[config.mk]
export PLATFORM = sky130hd
export DESIGN_NAME = icache_miss_buffer
export DESIGN_NICKNAME = d
export VERILOG_FILES = /design/src/design/icache_pkg.sv /design/src/design/icache_miss_buffer.sv
export VERILOG_INCLUDE_DIRS = /design/src /design/src/design
export SDC_FILE = /design/constraint.sdc
export NUM_CORES = 1
export LEC_CHECK = 0
export ABC_AREA = 1
export ABC_CLOCK_PERIOD_IN_PS = 800
export BUFFER_PORTS_ARGS = -buffer_cell sky130_fd_sc_hd__buf_2
export CORE_MARGIN = 2
export CORE_UTILIZATION = 12
export CTS_BUF_LIST = sky130_fd_sc_hd__clkbuf_4
export CTS_CLUSTER_SIZE = 20
export DETAILED_ROUTE_END_ITERATION = 7
export HOLD_SLACK_MARGIN = 0.05
export PLACE_DENSITY_LB_ADDON = 0.1
export SYNTH_ARGS = -nofsm -noshare
export SYNTH_HDL_FRONTEND = slang
export SYNTH_SLANG_ARGS = --single-unit
[constraint.sdc]
create_clock -name i_clk -period 0.8 [get_ports i_clk]
set_input_delay 0.16 -clock i_clk [delete_from_list [all_inputs] [get_ports i_clk]]
set_output_delay 0.16 -clock i_clk [all_outputs]
set_load 0.03 [all_outputs]
[src/design/icache_cfg.svh]
// icache configuration: address split, word and line geometry, refill beat count
`ifndef ICACHE_CFG_SVH
`define ICACHE_CFG_SVH

// --------------------------------------------------
// address geometry
// --------------------------------------------------

`define ICACHE_ADDR_W    32   // physical address
`define ICACHE_OFFSET_W  5    // byte offset in a 32-byte line
`define ICACHE_INDEX_W   6    // set index
`define ICACHE_TAG_W     21   // addr - index - offset

// --------------------------------------------------
// storage geometry
// --------------------------------------------------

`define ICACHE_WORD_W    64   // cpu and bus word
`define ICACHE_LINE_W    256  // one line, four words
`define ICACHE_SETS      64   // sets per way

// 4 KB total over two ways of 64 sets

// --------------------------------------------------
// refill
// --------------------------------------------------

`define ICACHE_BEATS     4    // return beats per line
`define ICACHE_BEAT_W    2    // beat counter, also word select

// word select sits at offset[4:3]; offset[2:0] is the byte
// within a word and is ignored by the cache

`endif

[src/design/icache_pkg.sv]
// icache types: controller state, address split, bus request and return beat
`include "icache_cfg.svh"

package icache_pkg;

  // --------------------------------------------------
  // controller states
  // --------------------------------------------------

  typedef enum logic [1:0] {
    IDLE   = 2'd0,  // waiting for a request
    LOOKUP = 2'd1,  // tag compare on the buffered request
    MISS   = 2'd2,  // line read posted to the bus
    REFILL = 2'd3   // taking return beats
  } icache_state_e;

  // --------------------------------------------------
  // data types
  // --------------------------------------------------

  typedef logic [`ICACHE_WORD_W-1:0] word_t;
  typedef logic [`ICACHE_LINE_W-1:0] line_t;

  // cpu address, split as the array sees it
  typedef struct packed {
    logic [`ICACHE_TAG_W-1:0]    tag;
    logic [`ICACHE_INDEX_W-1:0]  index;
    logic [`ICACHE_OFFSET_W-1:0] offset;
  } cache_addr_t;

  // line read request to the bus
  typedef struct packed {
    logic                      req;   // held until rd_rdy
    logic [`ICACHE_ADDR_W-1:0] addr;  // line aligned
  } bus_rd_t;

  // one return beat from the bus
  typedef struct packed {
    logic  valid;
    logic  last;  // fourth beat of the line
    word_t data;
  } ret_beat_t;

endpackage

[src/design/icache_miss_buffer.sv]
// icache miss buffer: round-robin victim choice, return beat counter and critical word detect
`timescale 1ns/100ps
`include "icache_cfg.svh"

module icache_miss_buffer import icache_pkg::*; (
  input  logic                      i_clk,
  input  logic                      i_rst,
  input  icache_state_e             i_state,
  input  cache_addr_t               i_req,
  input  ret_beat_t                 i_ret,
  output logic                      o_victim,
  output logic [`ICACHE_BEAT_W-1:0] o_beat,
  output logic                      o_critical
);

  logic                      rr_q;      // next way to replace
  logic                      victim_q;
  logic [`ICACHE_BEAT_W-1:0] beat_q;
  logic                      beat_en;

  assign beat_en = (i_state == REFILL) && i_ret.valid;

  // --------------------------------------------------
  // victim choice
  // --------------------------------------------------

  always_ff @(posedge i_clk) begin
    if (i_rst) begin
      rr_q     <= 1'b0;  // first refill goes to way 0
      victim_q <= 1'b0;
    end else begin
      if (i_state == MISS) begin
        victim_q <= rr_q;
      end
      if (beat_en && i_ret.last) begin
        rr_q <= ~rr_q;  // flip once per completed line
      end
    end
  end

  // --------------------------------------------------
  // beat counter
  // --------------------------------------------------

  always_ff @(posedge i_clk) begin
    if (i_rst || (i_state == MISS)) begin
      beat_q <= '0;
    end else if (beat_en) begin
      beat_q <= beat_q + 1'b1;  // wraps after the fourth beat
    end
  end

  assign o_victim   = victim_q;
  assign o_beat     = beat_q;
  assign o_critical = beat_en && (beat_q == i_req.offset[`ICACHE_OFFSET_W-1 -: `ICACHE_BEAT_W]);

endmodule

# --- Word level (Yosys, flattened, before mapping) ---
# Cells that the tools add are included.
totals:
  output_inout_bits: 4
  mem_count: 0
  latchBits: 0
  word_cells: 12
  ff_bits: 4
  mem_bits_rw: 0
  input_bits: 102
  rom_bits: 0
classes:
  shift: 0
  eq_ne: 3
  n_reduce_logical: 4
  n_addsub: 1
  muxes: 0
  div: 0
  magnitude_cmp: 0
  n_bitwise: 1
  n_mul: 0
ops:
  columns: ["operator", "n"]
  rows:
  - ["$eq 2x2->1 const B", 2]
  - ["$logic_and 1x1->1", 3]
  - ["$add 2x1->2 const B", 1]
  - ["$eq 2x2->1", 1]
  - ["$logic_or 1x1->1", 1]
  - ["$not 1->1", 1]

# --- Longest topological paths before layout ---
depth:
  depth_word: 3
  mapped_depth: 5
  mapped_depth_nobuf: 5

# --- Worst setup path before layout ---
# OpenSTA, ideal clock, no wires.
synth_timing:
  path_type: "flip-flop to output port"
  from: "register beat_q[1], in the netlist o_beat[1]"
  to: "output o_critical"
  slack_ps: -526
  stages_incl_launch_ff: 4
  t_required_ps: 640
  arrival_time_ps: 1166
  path_buffers: 0
  path_cell_list: "dfxtp_1 > xnor2_1 > nand2_1 > nor2_1"
synth_between:
  elab_chain_cells: 2
synth_rtl:
  columns: ["element", "line_no", "source"]
  rows:
  - ["from (decl)", "icache_miss_buffer.sv:18", "logic [`ICACHE_BEAT_W-1:0] beat_q;"]
  - ["from (signal assigned)", "icache_miss_buffer.sv:49", "beat_q <= beat_q + 1'b1;"]
  - ["$eq 2x2->1", "icache_miss_buffer.sv:55", "assign o_critical = beat_en && (beat_q == i_req.offset[`ICACHE_OFFSET_W-1 -: `ICACHE_BEAT_W]);"]
  - ["$logic_and 1x1->1", "icache_miss_buffer.sv:55", null]
  - ["to (decl)", "icache_miss_buffer.sv:13", "output logic o_critical"]
# Every way passes these cells.

# --- Worst setup path after layout ---
# Ends and elaborated chain as after synthesis.

==> out/qor.yml <==
timing:
  fin_skew_ns: 0.0000553
  fmax_mhz: 858
  fin_crit_sh: 1.46
  tns_ns: -1.18
  drv_slew: 0
  period_minus_slack_ns: 1.17
  rsz0062_at_grt: "yes"
  finalHoldViolations: 0
  worst_slew_pin_slew_ns: 0.162
  timing.slew.headroom: 0.892
  finalSetupViolations: 6
  setup_slack_ns: -0.365
logic_synthesis:
  synth_area_leaders: "dfxtp_1 (36%), nand2_1 (20%), a21oi_1 (9.0%), nand3_1 (6.8%), inv_1 (5.1%)"
  synth.most_common_cell: "nand2_1"
  synth-edff-count: 0
  yosysWarningCount: 0
  async_reset_ff_frac: 0
  synth_top_area_share: 0.362
  netlist_top_cells_count: "nand2_1 (12), a21oi_1 (4), dfxtp_1 (4), inv_1 (3), nand3_1 (3)"
  netlist_area_um2: 221
  synth_area_leader_cell: "dfxtp_1"
  syn_area_per_cell_um2: 6.51
  ys.flop_type: "dfxtp_1"
  syn_inst: 34
  ys_types: 11
  synthesis.nets: 136
  ys_seq_area_frac: 0.362
  ys_ff_latch: 4
power_and_ir_drop:
  p_int_mw: 0.476
  swShare: 0.251
  vdd_ir_drop_max_uv: 812
  seqPwrFrac: 0.324
  p_leak_nw: 0.210
  p_switching_mw: 0.160
  power.density_nw_per_um2: 1360
  power.share.clock: 0.508
  power.total_mw: 0.636
  p_comb_frac: 0.167
grt:
  antenna_found_initial: 0
  grt_overflow_total: 0
  grt_util_all_layers: 0.0687
  grt_pass1_wl_um: 966
  grt_pass1_vias: 249
  grt_max_degree: 5
finish:
  final_area_um2: 468
  diodes: 0
  synthToLayoutAreaGrowth_pct: 111
  nets: 159
  final_util: 0.271
  drive_above_1_share: 0.643
cts:
  cts_hold_buf: 0
  htree_levels: 1
  cts_tree: "built"
  clkLatencyLatePin_ns: 0.25
  clock_path_buffers: 2
  cts.sinks: 4
  clk_pin_slew_worst_paths_ns: 0.05
  cts-root-buf: "clkbuf_4"
  numCtsBuffers: 3
drt:
  wl_per_cell_um: 7.47
  routed_wl_um: 605
  vias_per_cell: 3.38
  dr.first_iter.drc_count: 3
  antenna_left: 0
  drc: 0
  vias: 274
  firstDrtPassIters: 2
setup_path:
  cp.required_ns: 0.64
  critPathMaxStageDelay_ns: 0.34
  r2r_setup_slack_ns: -0.24
  slowest_stage: "dfxtp_4"
  crit_path_cell_trace: "xnor2_2 -> nand2_2 -> nor2_4 -> buf_6"
  start_kind: "flip-flop"
  critical_path_class: "flip-flop to output pin"
  crit_fanout: 2
  arrival_ns: 1.01
  cp-end-kind: "output pin"
die:
  ios: 106
  core-area_um2: 1730
  die_x_um: 47.0
  die_y_um: 47.0
  initial_utilization: 0.128
  rows: 15
  die-area_um2: 2210
outcome:
  violations: "setup timing"
  status: "finished with violations"
placed_design:
  dp_slack_ns: -0.185
  portBuffers: 11
  gp_congestion: 0.631
  postPlaceCellArea_um2: 350
  hpwl_um: 490
job:
  max_cap_violations: 0
hold_path:
  hold_class: "input pin to flip-flop"
## metal layers
metal	track usage	wire [um]	up-vias
li1	-	-	149
met1	0.0872	291	113
met2	0.0795	250	12
met3	0.0692	63	0
met4	0.0167	0	0
met5	0	0	-
## metrics by stage
step | instances | hold WS (ns)
after CTS | 81 | 0.0860
after detailed placement | 74 | 0.343
after global placement | 74 | 0.345
after floorplan | 34 | 0.229
after global routing | 81 | 0.0879
final | 81 | 0.0965
## power groups by stage
stage	Combinational (mW)	Clock, mW	Sequential (mW)
after floorplan	0.0376	0	0.215
after global placement	0.0884	0	0.209
after detailed placement	0.0866	0	0.209
after CTS	0.101	0.337	0.206
after global routing	0.117	0.357	0.207
final	0.107	0.323	0.206
## final timing paths
check / startpoint / depth (start not counted) / endpoint
max: o_beat[1]$_SDFFE_PP0P_ / 4 / o_critical
min: i_rst / 2 / o_victim$_SDFFE_PP0N_
min reg2reg: o_victim$_SDFFE_PP0N_ / 2 / o_victim$_SDFFE_PP0N_
max reg2reg: o_beat[1]$_SDFFE_PP0P_ / 8 / o_beat[1]$_SDFFE_PP0P_
## what timing repair did
item	4_1_cts	5_1_grt
buffers inserted	3	0
setup endpoints to repair	5	6
gates resized for setup	14	5
pin swaps	3	6
## flip-flops by register name (all words and copies together) (netlist names)
register and flops:
o_beat 2, o_victim 1, rr_q 1
## worst max-delay path, delay by kind of cell (launching register included)
kind                      cells  cell delay, ns
xor gates and xnor gates      1            0.13
buffers and inverters         1            0.13
DFF                           1            0.34
and+or+nand+nor               2            0.16
## cell type report
class	instances	area, um^2
fillers	202	1260
multi-input cells	25	154
repair buffers	18	148
flip-flops and latches	4	86.3
well taps	25	31.3
clock buffers	4	30.0
inverters	5	18.8
## logic make-up (layout without fill, tap and decap cells)
| logic type | count (synthesis) | after routing | synth area share |
|---|---|---|---|
| xor gates and xnor gates | 2 | 2 | 0.0791 |
| DFF | 4 | 4 | 0.362 |
| and+or+nand+nor | 19 | 19 | 0.384 |
| buffers and inverters | 5 | 27 | 0.0848 |
| AOI/OAI and AO/OA | 4 | 4 | 0.0904 |
## layout by cell type (no fill, tap or decap), drive strengths merged
| cell | n |
|---|---|
| buf | 18 |
| clkbuf | 4 |
| a21oi | 4 |
| dfxtp | 4 |
| xor2 | 1 |
| xnor2 | 1 |
| inv | 5 |
| nand2 | 13 |
| nor2 | 3 |
| nand3 | 3 |
No activity file was read; power rests on OpenSTA's default activity.
