### config.mk
export PLATFORM = sky130hd
export DESIGN_NAME = icache_ctrl
export DESIGN_NICKNAME = d
export VERILOG_FILES = /design/src/design/icache_pkg.sv /design/src/design/icache_ctrl.sv
export VERILOG_INCLUDE_DIRS = /design/src /design/src/design
export SDC_FILE = /design/constraint.sdc
export NUM_CORES = 1
export LEC_CHECK = 0
export BUFFER_PORTS_ARGS = -buffer_cell sky130_fd_sc_hd__buf_2
export CORE_MARGIN = 2
export CORE_UTILIZATION = 29
export CTS_CLUSTER_SIZE = 8
export DETAILED_ROUTE_END_ITERATION = 8
export GPL_ROUTABILITY_DRIVEN = 1
export GPL_TIMING_DRIVEN = 0
export HOLD_SLACK_MARGIN = 0.02
export PLACE_DENSITY_LB_ADDON = 0.25
export SKIP_LAST_GASP = 1
export SYNTH_ARGS = -nofsm -noshare
export SYNTH_HDL_FRONTEND = slang
export SYNTH_SLANG_ARGS = --single-unit
### constraint.sdc
create_clock -name i_clk -period 1.6 [get_ports i_clk]
set_clock_uncertainty 0.05 [all_clocks]
set_input_delay 0.08 -clock i_clk [delete_from_list [all_inputs] [get_ports i_clk]]
set_output_delay 0.08 -clock i_clk [all_outputs]
set_load 0.02 [all_outputs]
### src/design/icache_cfg.svh
// icache configuration: address split, word and line geometry, refill beat count
`ifndef ICACHE_CFG_SVH
`define ICACHE_CFG_SVH

// --------------------------------------------------
// address geometry
// --------------------------------------------------

`define ICACHE_ADDR_W    32   // physical address
`define ICACHE_OFFSET_W  5    // byte offset in a 32-byte line
`define ICACHE_INDEX_W   6    // set index
`define ICACHE_TAG_W     21   // addr - index - offset

// --------------------------------------------------
// storage geometry
// --------------------------------------------------

`define ICACHE_WORD_W    64   // cpu and bus word
`define ICACHE_LINE_W    256  // one line, four words
`define ICACHE_SETS      64   // sets per way

// 4 KB total over two ways of 64 sets

// --------------------------------------------------
// refill
// --------------------------------------------------

`define ICACHE_BEATS     4    // return beats per line
`define ICACHE_BEAT_W    2    // beat counter, also word select

// word select sits at offset[4:3]; offset[2:0] is the byte
// within a word and is ignored by the cache

`endif

### src/design/icache_pkg.sv
// icache types: controller state, address split, bus request and return beat
`include "icache_cfg.svh"

package icache_pkg;

  // --------------------------------------------------
  // controller states
  // --------------------------------------------------

  typedef enum logic [1:0] {
    IDLE   = 2'd0,  // waiting for a request
    LOOKUP = 2'd1,  // tag compare on the buffered request
    MISS   = 2'd2,  // line read posted to the bus
    REFILL = 2'd3   // taking return beats
  } icache_state_e;

  // --------------------------------------------------
  // data types
  // --------------------------------------------------

  typedef logic [`ICACHE_WORD_W-1:0] word_t;
  typedef logic [`ICACHE_LINE_W-1:0] line_t;

  // cpu address, split as the array sees it
  typedef struct packed {
    logic [`ICACHE_TAG_W-1:0]    tag;
    logic [`ICACHE_INDEX_W-1:0]  index;
    logic [`ICACHE_OFFSET_W-1:0] offset;
  } cache_addr_t;

  // line read request to the bus
  typedef struct packed {
    logic                      req;   // held until rd_rdy
    logic [`ICACHE_ADDR_W-1:0] addr;  // line aligned
  } bus_rd_t;

  // one return beat from the bus
  typedef struct packed {
    logic  valid;
    logic  last;  // fourth beat of the line
    word_t data;
  } ret_beat_t;

endpackage

### src/design/icache_ctrl.sv
// icache controller: request FSM, request buffer and the CPU and bus control outputs
`timescale 1ns/100ps
`include "icache_cfg.svh"

module icache_ctrl import icache_pkg::*; (
  input  logic                       i_clk,
  input  logic                       i_rst,
  input  logic                       i_valid,         // cpu request strobe
  input  cache_addr_t                i_addr,
  input  logic                       i_hit,           // from tag array
  input  logic                       i_critical,      // requested word on the bus
  input  ret_beat_t                  i_ret,
  input  logic                       i_rd_rdy,
  output logic                       o_addr_ok,
  output logic                       o_data_ok,
  output icache_state_e              o_state,
  output cache_addr_t                o_req,
  output logic [`ICACHE_INDEX_W-1:0] o_lookup_index,
  output bus_rd_t                    o_rd
);

  icache_state_e state_q;
  icache_state_e state_d;
  cache_addr_t   req_q;
  logic          lookup_hit;
  logic          accept;

  assign lookup_hit = (state_q == LOOKUP) && i_hit;
  assign o_addr_ok  = (state_q == IDLE) || lookup_hit;
  assign accept     = i_valid && o_addr_ok;

  // --------------------------------------------------
  // state machine
  // --------------------------------------------------

  always_comb begin
    state_d = state_q;
    case (state_q)
      IDLE: begin
        if (accept) begin
          state_d = LOOKUP;
        end
      end
      LOOKUP: begin
        if (!i_hit) begin
          state_d = MISS;
        end else if (!i_valid) begin
          state_d = IDLE;  // hit with nothing queued behind it
        end
      end
      MISS: begin
        if (i_rd_rdy) begin
          state_d = REFILL;
        end
      end
      REFILL: begin
        if (i_ret.valid && i_ret.last) begin
          state_d = IDLE;
        end
      end
      default: state_d = IDLE;
    endcase
  end

  always_ff @(posedge i_clk) begin
    if (i_rst) begin
      state_q <= IDLE;
    end else begin
      state_q <= state_d;
    end
  end

  // --------------------------------------------------
  // request buffer
  // --------------------------------------------------

  always_ff @(posedge i_clk) begin
    if (accept) begin
      req_q <= i_addr;  // also taken on a hit in LOOKUP
    end
  end

  // the data array must see the new index in the accept cycle so that
  // the word is ready in LOOKUP one cycle later
  assign o_lookup_index = accept ? i_addr.index : req_q.index;

  // --------------------------------------------------
  // outputs
  // --------------------------------------------------

  assign o_data_ok = lookup_hit || i_critical;
  assign o_state   = state_q;
  assign o_req     = req_q;

  assign o_rd.req  = (state_q == MISS);  // drops in the rd_rdy cycle
  assign o_rd.addr = {req_q.tag, req_q.index, {`ICACHE_OFFSET_W{1'b0}}};

endmodule

* Word level (Yosys, flattened, before mapping) *
Cells that the tools add are included.

storage, ports and cells
  output and inout port bits = 75
  flip-flop bits (word level) = 34

cells by class
  muxes and demuxes = 7
  reductions and logical operators = 7
  eq/ne operators = 7

operator list
  cell                                                                   number
  2-bit two-way mux                                                      5
  2-bit case mux with 4 select lines                                     1
  6-bit two-way mux                                                      1
  2-bit != test, second input constant                                   3
  2-bit equality test, second input constant                             2
  4-bit AND reduction                                                    1
  1-bit logical AND                                                      3
  3-bit != test, second input constant                                   1
  2-bit by 1-bit equality test with 1-bit output, second input constant  1
  2-bit logical NOT                                                      1
  1-bit logical OR                                                       2

* Longest topological paths before layout *
  depth after elaboration = 6
  gate-level depth with buffers = 3
  gate-level depth less buffers = 3

* Least setup slack after synthesis *
OpenSTA, ideal clock, no wires.

  path kind = register to register
  from = register (tool-made name)
  to = register req_q (netlist bit o_rd[10]), enable pin
  clock period less this slack = 1.765 ns
  setup time = 0.387 ns
  setup slack = -0.165 ns
  stages on the path, launching flop included = 4
  data arrival time = 1.328 ns
  path through = dfxtp_1 nor2b_4 nand2_4 inv_1

RTL lines
  item                  line               text
  to (signal assigned)  icache_ctrl.sv:79  req_q <= i_addr;
  to (decl)             icache_ctrl.sv:24  cache_addr_t req_q;

==> results summary <==
The power per cell area came out at ~890 mW/mm². The register-to-register setup slack is ~0.21 ns. The number of distinct library cell variants in the gate-level netlist after synthesis came out at 17. The worst supply voltage drop on vdd is 0.0003299 V. The worst hold-check path type is input pin to register. Sequential elements use approximately 70% of the synthesized area. The wire length of the first global-routing pass came out at 4774 µm. Detailed placement finished with a half-perimeter wire length of 2190 µm. The number of nets in the finished design is about 340. The signal on the critical path passes through nor2b_4 -> nand2_8 -> mux2_4 -> buf_2.

The register bit count reported by yosys is 34. The remaining design rule violation count is 0. The residual antenna-violating net count after detailed routing is 0. The post-CTS setup-driven buffer insertion count came out at 0. Dividing the detail-routed wire length by the instance count gives between 10 and 15 µm. The total count of hold-check failures in the final report is 0. After detailed routing, the number of vias per cell comes to approximately 3.7. The leakage power came out at roughly 1.2 nW. The initial antenna violation count came out at 0. The netlist area before placement is 0.001424 mm². The global placer's final weighted congestion is between 0.6 and 0.7. The quantity of I/O buffers inserted on ports is 109.

The floorplan step set the die width to between 70 and 80 µm. Yosys printed 0 warnings. The flow ran to the end, and the final reports show no timing, DRC or antenna violations. The ratio of final minimum period to clock period is between 90% and 100%.

The critical path is of the register to primary output type. Counting along the longest clock path gives a buffer depth of 2. The gate count after technology mapping is between 80 and 90. The via count of the first global-routing pass is approximately 1100. The worst slack after detailed placement came out at -0.1807 ns. Across the run, the number of max-cap violations was 0.

Summed over all failing endpoints, the final setup total negative slack is 0 ns. Summed over all layers, the global routing overflow is 0. The average cell area after synthesis is between 15 and 20 µm². Data on the critical path is required at its endpoint by between 1 and 1.5 ns. The largest net degree at the start of global routing is 17.

STA classifies the critical path endpoint as a primary output. The placeable core region came out at roughly 0.0047 mm². The clock latency of the later-clocked register in the worst-skew pair is ~0.27 ns. The number of max-slew violations in the final report came to 0. The area added between synthesis and finish is 75.75%.

The arrival time at the worst endpoint came out at between 1 and 1.5 ns. Setup repair after global routing left no endpoint under its margin. The I/O pin count came out at about 180. Setup violations remaining at the end of the flow were counted as 0. The y dimension of the die came out at ~74 µm. The library cells used most frequently in the layout, excluding fill and tap cells, are sky130_fd_sc_hd__buf_2 (109), sky130_fd_sc_hd__dlygate4sd3_1 (33), sky130_fd_sc_hd__buf_4 (32), sky130_fd_sc_hd__edfxtp_1 (32), sky130_fd_sc_hd__mux2_4 (6). Subtracting the final worst setup slack from the clock period gives 1.514 ns. The number of antenna diodes in the final layout is 0.

The number of buffers inserted during clock tree synthesis came out at 5. The total length of routed wires is between 3000 and 4000 µm. The number of iterations in the first detailed-routing pass is 4.

The slowest cell on the critical path is sky130_fd_sc_hd__dfxtp_2. The detailed router placed 1148 vias in this run. The final standard cell utilization of the core is about 53%.

The iteration-0 DRC count of the detailed router came out at 29. The clock tree root buffer cell is sky130_fd_sc_hd__clkbuf_8. The library cell used most frequently in the layout, excluding fill and tap cells, is sky130_fd_sc_hd__buf_2. The clock-pin slew of the registers on the worst-case setup and hold paths is 0.06 ns. The sink count of the clock tree is 34.

The H-tree depth came out at 2. For this configuration, the core starts out at a cell density of a little under a third. Based on the critical path, the design can be clocked at up to 660.3 MHz.

The minimum setup slack in the final design came out at around 0.086 ns. The maximum fanout encountered on the critical timing path came out at 9. In the global route stage, overall resource usage came out at a little under an eighth.

The die covers about 0.0055 mm². TritonCTS built the clock tree. In this design, the stage delay of the slowest critical-path cell is ~0.36 ns. The standard-cell row count is 25. STA classifies the critical path startpoint as a register. After filler insertion, the fill cell instance count of the layout stands at 413. The proportion of layout cells with a drive suffix above 1 came out at 67.08%.
[synthesized netlist by cell type (all sizes together)]
cell | instances | share of area [%]
dfxtp | 2 | 2.8
mux2 | 6 | 6.3
nand2b | 1 | 0.62
a41o | 1 | 0.70
buf | 32 | 17
inv | 1 | 0.26
edfxtp | 32 | 67
nor2b | 2 | 1.4
conb | 1 | 0.26
nor2 | 1 | 0.26
nand2 | 2 | 1.1
o21ai | 1 | 0.35
and2b | 1 | 0.70
o21bai | 1 | 0.53
a21oi | 1 | 0.35
[cell type report]
cell class	instances	area, µm²	area share, %
repair buffers	142	875.8	35.00
inverters	1	7.507	0.3000
flip-flops and latches	34	1003	40.10
multi-input cells	22	202.7	8.100
well taps	67	83.83	3.350
repair inverters	1	7.507	0.3000
plain buffers	32	240.2	9.600
clock buffers	6	72.57	2.900
clock inverters	2	8.758	0.3500
[final timing paths]
| check | cells after the start | endpoint | startpoint |
|---|---|---|---|
| worst max-delay path | 4 | o_lookup_index[1] | register |
| worst min-delay path | 3 | o_state[0]$_SDFFE_PP0P_ | i_rd_rdy |
| worst max register to register | 3 | o_rd[23]$_DFFE_PP_ | o_state[0]$_SDFFE_PP0P_ |
| worst min register to register | 2 | o_state[0]$_SDFFE_PP0P_ | register |
[per-stage QoR]
| step | cells | hold WS [ns] | total power (W) | cell area (µm²) |
|---|---|---|---|---|
| floorplan | 89 | 0.1289 | 0.001422 | 1445 |
| global placement | 265 | 0.2066 | 0.001590 | 2074 |
| detailed placement | 265 | 0.2082 | 0.001597 | 2074 |
| CTS | 307 | 0.04423 | 0.002263 | 2494 |
| global route | 307 | 0.07756 | 0.002338 | 2502 |
| finish | 307 | 0.05615 | 0.002229 | 2502 |
[per-layer routing]
metal	vias up	track usage, %	part of all wire (%)
met3	4	4.878	11
li1	568	-	-
met1	492	11.83	39
met5	-	0	0
met4	0	4.848	0.84
met2	84	21.83	49
[registers in the layout, indices dropped and copies added (netlist names), named ones only]
signal	flops
o_state	1
o_rd	27
o_req	5
[worst max-delay path, delay by kind of cell (launching register included)]
kind                   cells  cell delay [ns]
buffers and inverters      1             0.16
DFF                        1             0.36
muxes                      1             0.31
and+or+nand+nor            2             0.28
[power by group]
part | leakage, nW | switching (W) | internal [W] | total, W
Combinational | 0.832 | 0.000298 | 0.000265 | 0.000564
Sequential | 0.325 | 0.0000335 | 0.00105 | 0.00108
Clock | 0.0426 | 0.000283 | 0.000299 | 0.000581
Total | 1.20 | 0.000614 | 0.00161 | 0.00223
[logic make-up after synthesis]
group           after synthesis  share of synthesized area (%)
compound gates                4                          1.933
flops                        34                          70.30
simple gates                  7                          4.042
other cells                   1                         0.2634
buf+inv                      33                          17.14
mux                           6                          6.327
[timing repair]
item	CTS	global route
hold endpoints to repair	34	0
setup endpoints to repair	32	4
cloned	1	0
hold buffers	33	0
resized for setup	1	1
No activity file was read; power rests on OpenSTA's default activity.
