$ cat src/design/icache_cfg.svh
// icache configuration: address split, word and line geometry, refill beat count
`ifndef ICACHE_CFG_SVH
`define ICACHE_CFG_SVH

// --------------------------------------------------
// address geometry
// --------------------------------------------------

`define ICACHE_ADDR_W    32   // physical address
`define ICACHE_OFFSET_W  5    // byte offset in a 32-byte line
`define ICACHE_INDEX_W   6    // set index
`define ICACHE_TAG_W     21   // addr - index - offset

// --------------------------------------------------
// storage geometry
// --------------------------------------------------

`define ICACHE_WORD_W    64   // cpu and bus word
`define ICACHE_LINE_W    256  // one line, four words
`define ICACHE_SETS      64   // sets per way

// 4 KB total over two ways of 64 sets

// --------------------------------------------------
// refill
// --------------------------------------------------

`define ICACHE_BEATS     4    // return beats per line
`define ICACHE_BEAT_W    2    // beat counter, also word select

// word select sits at offset[4:3]; offset[2:0] is the byte
// within a word and is ignored by the cache

`endif

$ cat src/design/icache_pkg.sv
// icache types: controller state, address split, bus request and return beat
`include "icache_cfg.svh"

package icache_pkg;

  // --------------------------------------------------
  // controller states
  // --------------------------------------------------

  typedef enum logic [1:0] {
    IDLE   = 2'd0,  // waiting for a request
    LOOKUP = 2'd1,  // tag compare on the buffered request
    MISS   = 2'd2,  // line read posted to the bus
    REFILL = 2'd3   // taking return beats
  } icache_state_e;

  // --------------------------------------------------
  // data types
  // --------------------------------------------------

  typedef logic [`ICACHE_WORD_W-1:0] word_t;
  typedef logic [`ICACHE_LINE_W-1:0] line_t;

  // cpu address, split as the array sees it
  typedef struct packed {
    logic [`ICACHE_TAG_W-1:0]    tag;
    logic [`ICACHE_INDEX_W-1:0]  index;
    logic [`ICACHE_OFFSET_W-1:0] offset;
  } cache_addr_t;

  // line read request to the bus
  typedef struct packed {
    logic                      req;   // held until rd_rdy
    logic [`ICACHE_ADDR_W-1:0] addr;  // line aligned
  } bus_rd_t;

  // one return beat from the bus
  typedef struct packed {
    logic  valid;
    logic  last;  // fourth beat of the line
    word_t data;
  } ret_beat_t;

endpackage

$ cat src/design/icache_tag_array.sv
// icache tag array: per-way tag and valid storage, hit compare and tag fill after refill
`timescale 1ns/100ps
`include "icache_cfg.svh"

module icache_tag_array import icache_pkg::*; (
  input  logic          i_clk,
  input  logic          i_rst,
  input  icache_state_e i_state,
  input  cache_addr_t   i_req,     // buffered request
  input  logic          i_victim,  // way being refilled
  input  ret_beat_t     i_ret,
  output logic          o_hit,
  output logic          o_hit_way
);

  // --------------------------------------------------
  // storage
  // --------------------------------------------------

  logic [`ICACHE_TAG_W-1:0] tag_mem [2][`ICACHE_SETS];
  logic [`ICACHE_SETS-1:0]  valid_q [2];

  logic       fill_en;
  logic [1:0] way_hit;

  // tag and valid go in together with the last data word
  assign fill_en = (i_state == REFILL) && i_ret.valid && i_ret.last;

  always_ff @(posedge i_clk) begin
    if (fill_en) begin
      tag_mem[i_victim][i_req.index] <= i_req.tag;
    end
  end

  always_ff @(posedge i_clk) begin
    if (i_rst) begin
      valid_q[0] <= '0;
      valid_q[1] <= '0;
    end else if (fill_en) begin
      valid_q[i_victim][i_req.index] <= 1'b1;
    end
  end

  // --------------------------------------------------
  // hit compare
  // --------------------------------------------------

  // compare both ways against the stored request, no register
  always_comb begin
    for (int w = 0; w < 2; w++) begin
      way_hit[w] = valid_q[w][i_req.index] &&
                   (tag_mem[w][i_req.index] == i_req.tag);
    end
  end

  assign o_hit     = |way_hit;
  assign o_hit_way = way_hit[1];  // one-hot by construction

  // a line is only ever filled into one way, since a refill follows
  // a miss in both ways of the same set

endmodule

$ cat config.mk
export PLATFORM = sky130hd
export DESIGN_NAME = icache_tag_array
export DESIGN_NICKNAME = d
export VERILOG_FILES = /design/src/design/icache_pkg.sv /design/src/design/icache_tag_array.sv
export VERILOG_INCLUDE_DIRS = /design/src /design/src/design
export SDC_FILE = /design/constraint.sdc
export NUM_CORES = 2
export LEC_CHECK = 0
export ABC_CLOCK_PERIOD_IN_PS = 5600
export BUFFER_PORTS_ARGS = -buffer_cell sky130_fd_sc_hd__buf_2
export CORE_MARGIN = 2
export CORE_UTILIZATION = 55
export CTS_BUF_LIST = sky130_fd_sc_hd__clkbuf_16
export DETAILED_ROUTE_END_ITERATION = 16
export PLACE_DENSITY = 0.71
export SETUP_SLACK_MARGIN = 0.15
export SLEW_MARGIN = 20
export SYNTH_ARGS = -nofsm -noshare
export SYNTH_HDL_FRONTEND = slang
export SYNTH_SLANG_ARGS = --single-unit
$ cat constraint.sdc
create_clock -name i_clk -period 5.6 [get_ports i_clk]
set_clock_uncertainty 0.2 [all_clocks]
set_input_delay 1.12 -clock i_clk [delete_from_list [all_inputs] [get_ports i_clk]]
set_output_delay 1.12 -clock i_clk [all_outputs]
set_load 0.02 [all_outputs]
== Word-level counts from Yosys, hierarchy flattened ==
Memory sizes are Yosys's and may differ from the RTL's.
Cells that the tools add are included.
Cells by class
  add/subtract/negate cells: 0
  multiply operators: 0
  divide/modulo/power cells: 0
  magnitude comparators: 4
  equal/unequal tests: 3
  shift-type cells: 0
  muxes and demuxes: 23
  bitwise logic cells: 1
  reduce and logical (&&, ||, !) cells: 8
Operators with widths (count)
  $mux W1344: 1
  $bmux W21 S6: 2
  $mux W64: 3
  $demux W21 S6: 1
  $mux W21: 5
  $reduce_or A64 Y1: 1
  $eq A21 B21 Y1: 2
  $bmux W1 S6: 2
  $mux W1: 8
  $ge A7 B7 Y1 const B: 1
  $lt A6 B7 Y1 const B: 1
  $lt A7 B1 Y1 const B: 1
  $not A6 Y7: 1
  $demux W1 S6: 1
  $ge A6 B1 Y1 const B: 1
  $logic_and A1 B1 Y1: 6
  $eq A2 B2 Y1 const B: 1
  $reduce_or A2 Y1: 1
Storage, ports and cells
  register bits after elaboration: 0
  latch bits: 0
  bits in writable memories: 2816
  memory bits (read-only): 0
  input bits: 103
  output and inout port bits: 2
  word-level logic and storage cells: 41
  memories kept: 2
Memories
  tag_mem: words 2, bits a word 1344, rd ports 2, clocked after memory_dff 0, wr ports 1, line icache_tag_array.sv:20  | logic [`ICACHE_TAG_W-1:0] tag_mem [2][`ICACHE_SETS];
  valid_q: words 2, bits a word 64, rd ports 2, clocked after memory_dff 0, wr ports 2, line icache_tag_array.sv:21  | logic [`ICACHE_SETS-1:0] valid_q [2];

== Depth between registers and ports, before layout ==
  word-level depth: 8
  gate-level depth with buffers: 16
  depth with buffers taken out: 9

== Least setup slack after synthesis ==
Ideal clock, no wire load.
  path kind: input -> output
  from: in i_req[6] (netlist name)
  to: out o_hit
  arrival time: 4.003 ns
  data required time: 4.280 ns
  slack: 0.277 ns
  stages on the path: 14
  buffers on the path: 5
  cells stage by stage: buf_4 -> buf_6 -> nor3b_2 -> buf_2 -> buf_1 -> clkbuf_1 -> a22oi_1 -> a41oi_1 -> a21oi_1 -> nor4b_2 -> xnor2_1 -> a2111oi_1 -> nand4_1 -> o2bb2ai_1
Between the ends
  word-level cells in the longest chain between the ends: 7
  elaborated cells on any way between the ends: 16
  classes of those cells: eq/ne (2); mux (10); bitwise (1); reduce/logical (3)
Ends and longest elaborated chain
  start, declared: line icache_tag_array.sv:9  | input cache_addr_t i_req,
  $not A6 Y7 (not written as such): line icache_tag_array.sv:52  | (tag_mem[w][i_req.index] == i_req.tag);
  $bmux W21 S6: line icache_tag_array.sv:52
  $mux W21 (not written as such) (2 in a row): line icache_tag_array.sv:52
  $eq A21 B21 Y1: line icache_tag_array.sv:52
  $logic_and A1 B1 Y1: line icache_tag_array.sv:51  | way_hit[w] = valid_q[w][i_req.index] &&
  $reduce_or A2 Y1 *: line icache_tag_array.sv:56  | assign o_hit = |way_hit;
  end, declared: line icache_tag_array.sv:12  | output logic o_hit,
Every way passes the cells marked *; elsewhere a longest branch is shown, timed or not. The select of a mux whose other input is x is not followed.

== Worst setup path after layout ==
Same ends and word-level chain as after synthesis.

==> results.md <==
* Outcome: complete, but fails checks
* Failing checks: setup timing
* PD cells at 342 nW/um^2
* Slew @ Worst Pin at 1.14 ns
* Initial Utilization at 0.553
* Top cell type by total area after synthesis: edfxtp_1
* Critical path's slowest cell: or4_4
* Clock Latency Late Sink at 0.92 ns
* Share of cells above drive strength 1 at 0.285
* CP startpoint kind: input pin
* Largest net degree at the start of global routing at 119
* Starting DRT DRC Count at 12000
* Worst EP arrival at 4.59 ns
* Syn nets at 5868
* Max-slew headroom at 0.243
* Height of the die at 446 microns
* FMAX at 169 MHz
* Placer Congestion at 0.978
* Library cells used by synthesis at 83
* First-pass GRT wire length at 489 mm
* Setup ws final at -0.307 ns
* Initial antenna violation count at 17
* Filler cell count in the final layout at 12700
* Cell Rows at 162
* Endpoints failing setup at 2
* Slowest cell delay on critical path at 0.52 ns
* Post-synth design cell area at 108000 sq um
* Drc violations at 0
* Synth Register Bits at 2816
* Gr usage total at 0.357
* Pre-antenna DRT Iters at 9
* Via count at 65900
* Antenna Violating Nets Remaining at 0
* Crit path max-delay family: simple AND/OR/NAND/NOR gates
* Fin util at 0.658
* I/O pins at 105
* Top cell type's share of synthesized area at 0.750
* Global route overflow at 0
* Synth-to-layout area growth at 18.9%
* Htree depth at 5
* CTS Buf Count at 289
* Fin crit share at 1.05
* Width of the die at 446 microns
* Critical Path RT at 4.28 ns
* Hold Buf Count CTS at 0
* Tmin final at 5.91 ns
* Placed cell count at 8873
* Worst-path cell chain: buf_16 > buf_12 > nor3b_4 > buf_12 > buf_8 > buf_16 > a22o_1 > a221oi_2 > a31oi_2 > or4_4 > or4_4 > a2111oi_4 > nand4_1 > o2bb2ai_4 > buf_6
* Max Root-Sink Buffers at 4
* Post-synth EDFFs at 2688
* Top_reg_cell synth: edfxtp_1
* CP Class: in -> out
* Worst vdd ir at 354 uV
* Unrepaired setup endpoints after global routing: true
* Worst min path class: reg -> reg
* Drt via density at 6.99
* Pins Over Slew Limit at 0
* Post-synthesis sequential area ratio at 0.774
* Max Cap Viol at 0
* CTS tree: yes
* Post-Layout Cell Count at 9425
* TritonCTS sink count at 2816
* Final-stage net count at 6780
* Setup crit end kind: output pin
* DP HPWL at 222 mm
* Hold Fails Final Rpt at 0
* Routed wire length at 358 mm
* Core area at 195000 sq um
* Leakage at 42.4 nW
* Full die area at 199000 sq um
* Syn. warnings at 0
* Number of global-route vias before repair at 63200
* Crit path max fanout at 6
* I/O Buffers at 35
* Root Driver: clkbuf_16
* CTS clk-pin slew, worst paths at 0.06 ns
* Top cells by area, synth: edfxtp_1 75%, mux4_2 5.7%, a22oi_1 2.5%
* WL/cell at 38.0 microns
* FFs w/ async S/R, synth at 0
* Gate count after technology mapping at 5765
* Crit path buf inv count at 6
* Syn avg cell area at 18.7 sq um
[sequential cells by signal (all words and copies together) (netlist names)]
register / cells
tag_mem: 2688
valid_q: 128
[cells by family after synthesis]
logic type      after synthesis  synth area share
compound gates             1042            0.0733
simple gates                899            0.0452
flops                      2816             0.774
buf+inv                     395            0.0187
xor+xnor                     34           0.00277
mux                         579            0.0861
[placed cells by master, fill, tap and decap left out, types with 39 or more instances in the layout]
| cell | Yosys | layout |
|---|---|---|
| mux4_2 | 272 | 272 |
| and4_1 | 46 | 44 |
| a22o_1 | 109 | 105 |
| edfxtp_1 | 2688 | 2688 |
| buf_12 | 0 | 112 |
| nand3_1 | 49 | 47 |
| a22oi_1 | 362 | 355 |
| nor2_1 | 395 | 285 |
| nor2_2 | 0 | 108 |
| mux2i_1 | 269 | 268 |
| a221oi_1 | 103 | 93 |
| o22ai_1 | 92 | 87 |
| dfxtp_1 | 128 | 128 |
| a21oi_1 | 85 | 82 |
| inv_1 | 11 | 83 |
| clkinv_1 | 1 | 54 |
| o21ai_0 | 47 | 47 |
| nand2_1 | 100 | 100 |
| clkbuf_16 | 0 | 297 |
| buf_4 | 47 | 832 |
| clkinv_2 | 0 | 39 |
[metrics by stage]
| step | setup slack (ns) | cell area, sq um | setup TNS [ns] | hold WS [ns] | power, mW |
|---|---|---|---|---|---|
| 2_1_floorplan | 0.277 | 108000 | 0 | 0.233 | 24.5 |
| 3_3_place_gp | -0.875 | 118000 | -1.63 | 0.241 | 26.0 |
| 3_5_place_dp | -0.873 | 118000 | -1.69 | 0.254 | 26.0 |
| 4_1_cts | -0.208 | 128000 | -0.293 | 0.269 | 43.7 |
| 5_1_grt | -0.367 | 128000 | -0.567 | 0.287 | 44.6 |
| 6_report | -0.307 | 128000 | -0.490 | 0.270 | 43.7 |
[synth_stat cells, drive strengths merged (28+ instances only)]
cell / count
and4: 46
buf: 221
o21ai: 47
dfxtp: 128
nor3: 62
a2111oi: 41
a22oi: 362
mux4: 273
nand2: 100
mux2i: 269
mux2: 37
clkbuf: 161
a31oi: 39
nand4: 28
o22ai: 92
edfxtp: 2688
nor2: 395
nor4b: 33
a221oi: 104
nand3: 49
a21oi: 85
a22o: 109
nor4bb: 31
[layer usage]
metal  GRT usage  vias to the layer above  routed length, microns
met3      0.0879                     1233                   45500
met4       0.249                        2                   30500
met5           0                        -                      15
met1       0.453                    33300                  119000
met2       0.545                     5616                  163000
li1            -                    25700                       -
[layout make-up]
type                    count  area [sq um]  share of cell area
flip-flops and latches   2816         83300               0.651
repair buffers           1000          9370              0.0732
clock buffers             297          7430              0.0581
clock inverters           192          1170             0.00912
diodes                      8          20.0            0.000156
multi-input cells        2557         23500               0.183
inverters                  13          48.8            0.000381
well taps                2542          3180              0.0249
[worst paths after layout]
path / from / endpoint / slack (ns) / cells after the start
hold / removal: valid_q[1][59]$_DFF_P_ / valid_q[1][59]$_DFF_P_ / 0.27 / 2
setup / recovery: i_req[6] / o_hit / -0.31 / 15
setup reg to reg: valid_q[1][5]$_DFF_P_ / valid_q[1][5]$_DFF_P_ / 4.74 / 2
hold reg to reg: valid_q[1][59]$_DFF_P_ / valid_q[1][59]$_DFF_P_ / 0.27 / 2
[power breakdown]
group / total, mW / switching (mW) / internal (mW)
clock: 17.9 / 7.76 / 10.1
sequential: 23.1 / 0.00367 / 23.1
combinational: 2.77 / 1.75 / 1.02
total: 43.7 / 9.51 / 34.2
[worst reg2reg max path, stage by stage, from the launching register on]
cell	delay, ns
dfxtp_1	0.32
nor2_1	0.13
nor2_1	0.06
[timing repair]
action / CTS / global route
endpoints found under the setup margin: 2 / 2
pin swaps: 60 / 0
resized for setup: 205 / 6
buffers inserted: 44 / 0
cloned: 11 / 0
No activity file was read; power rests on OpenSTA's default activity.
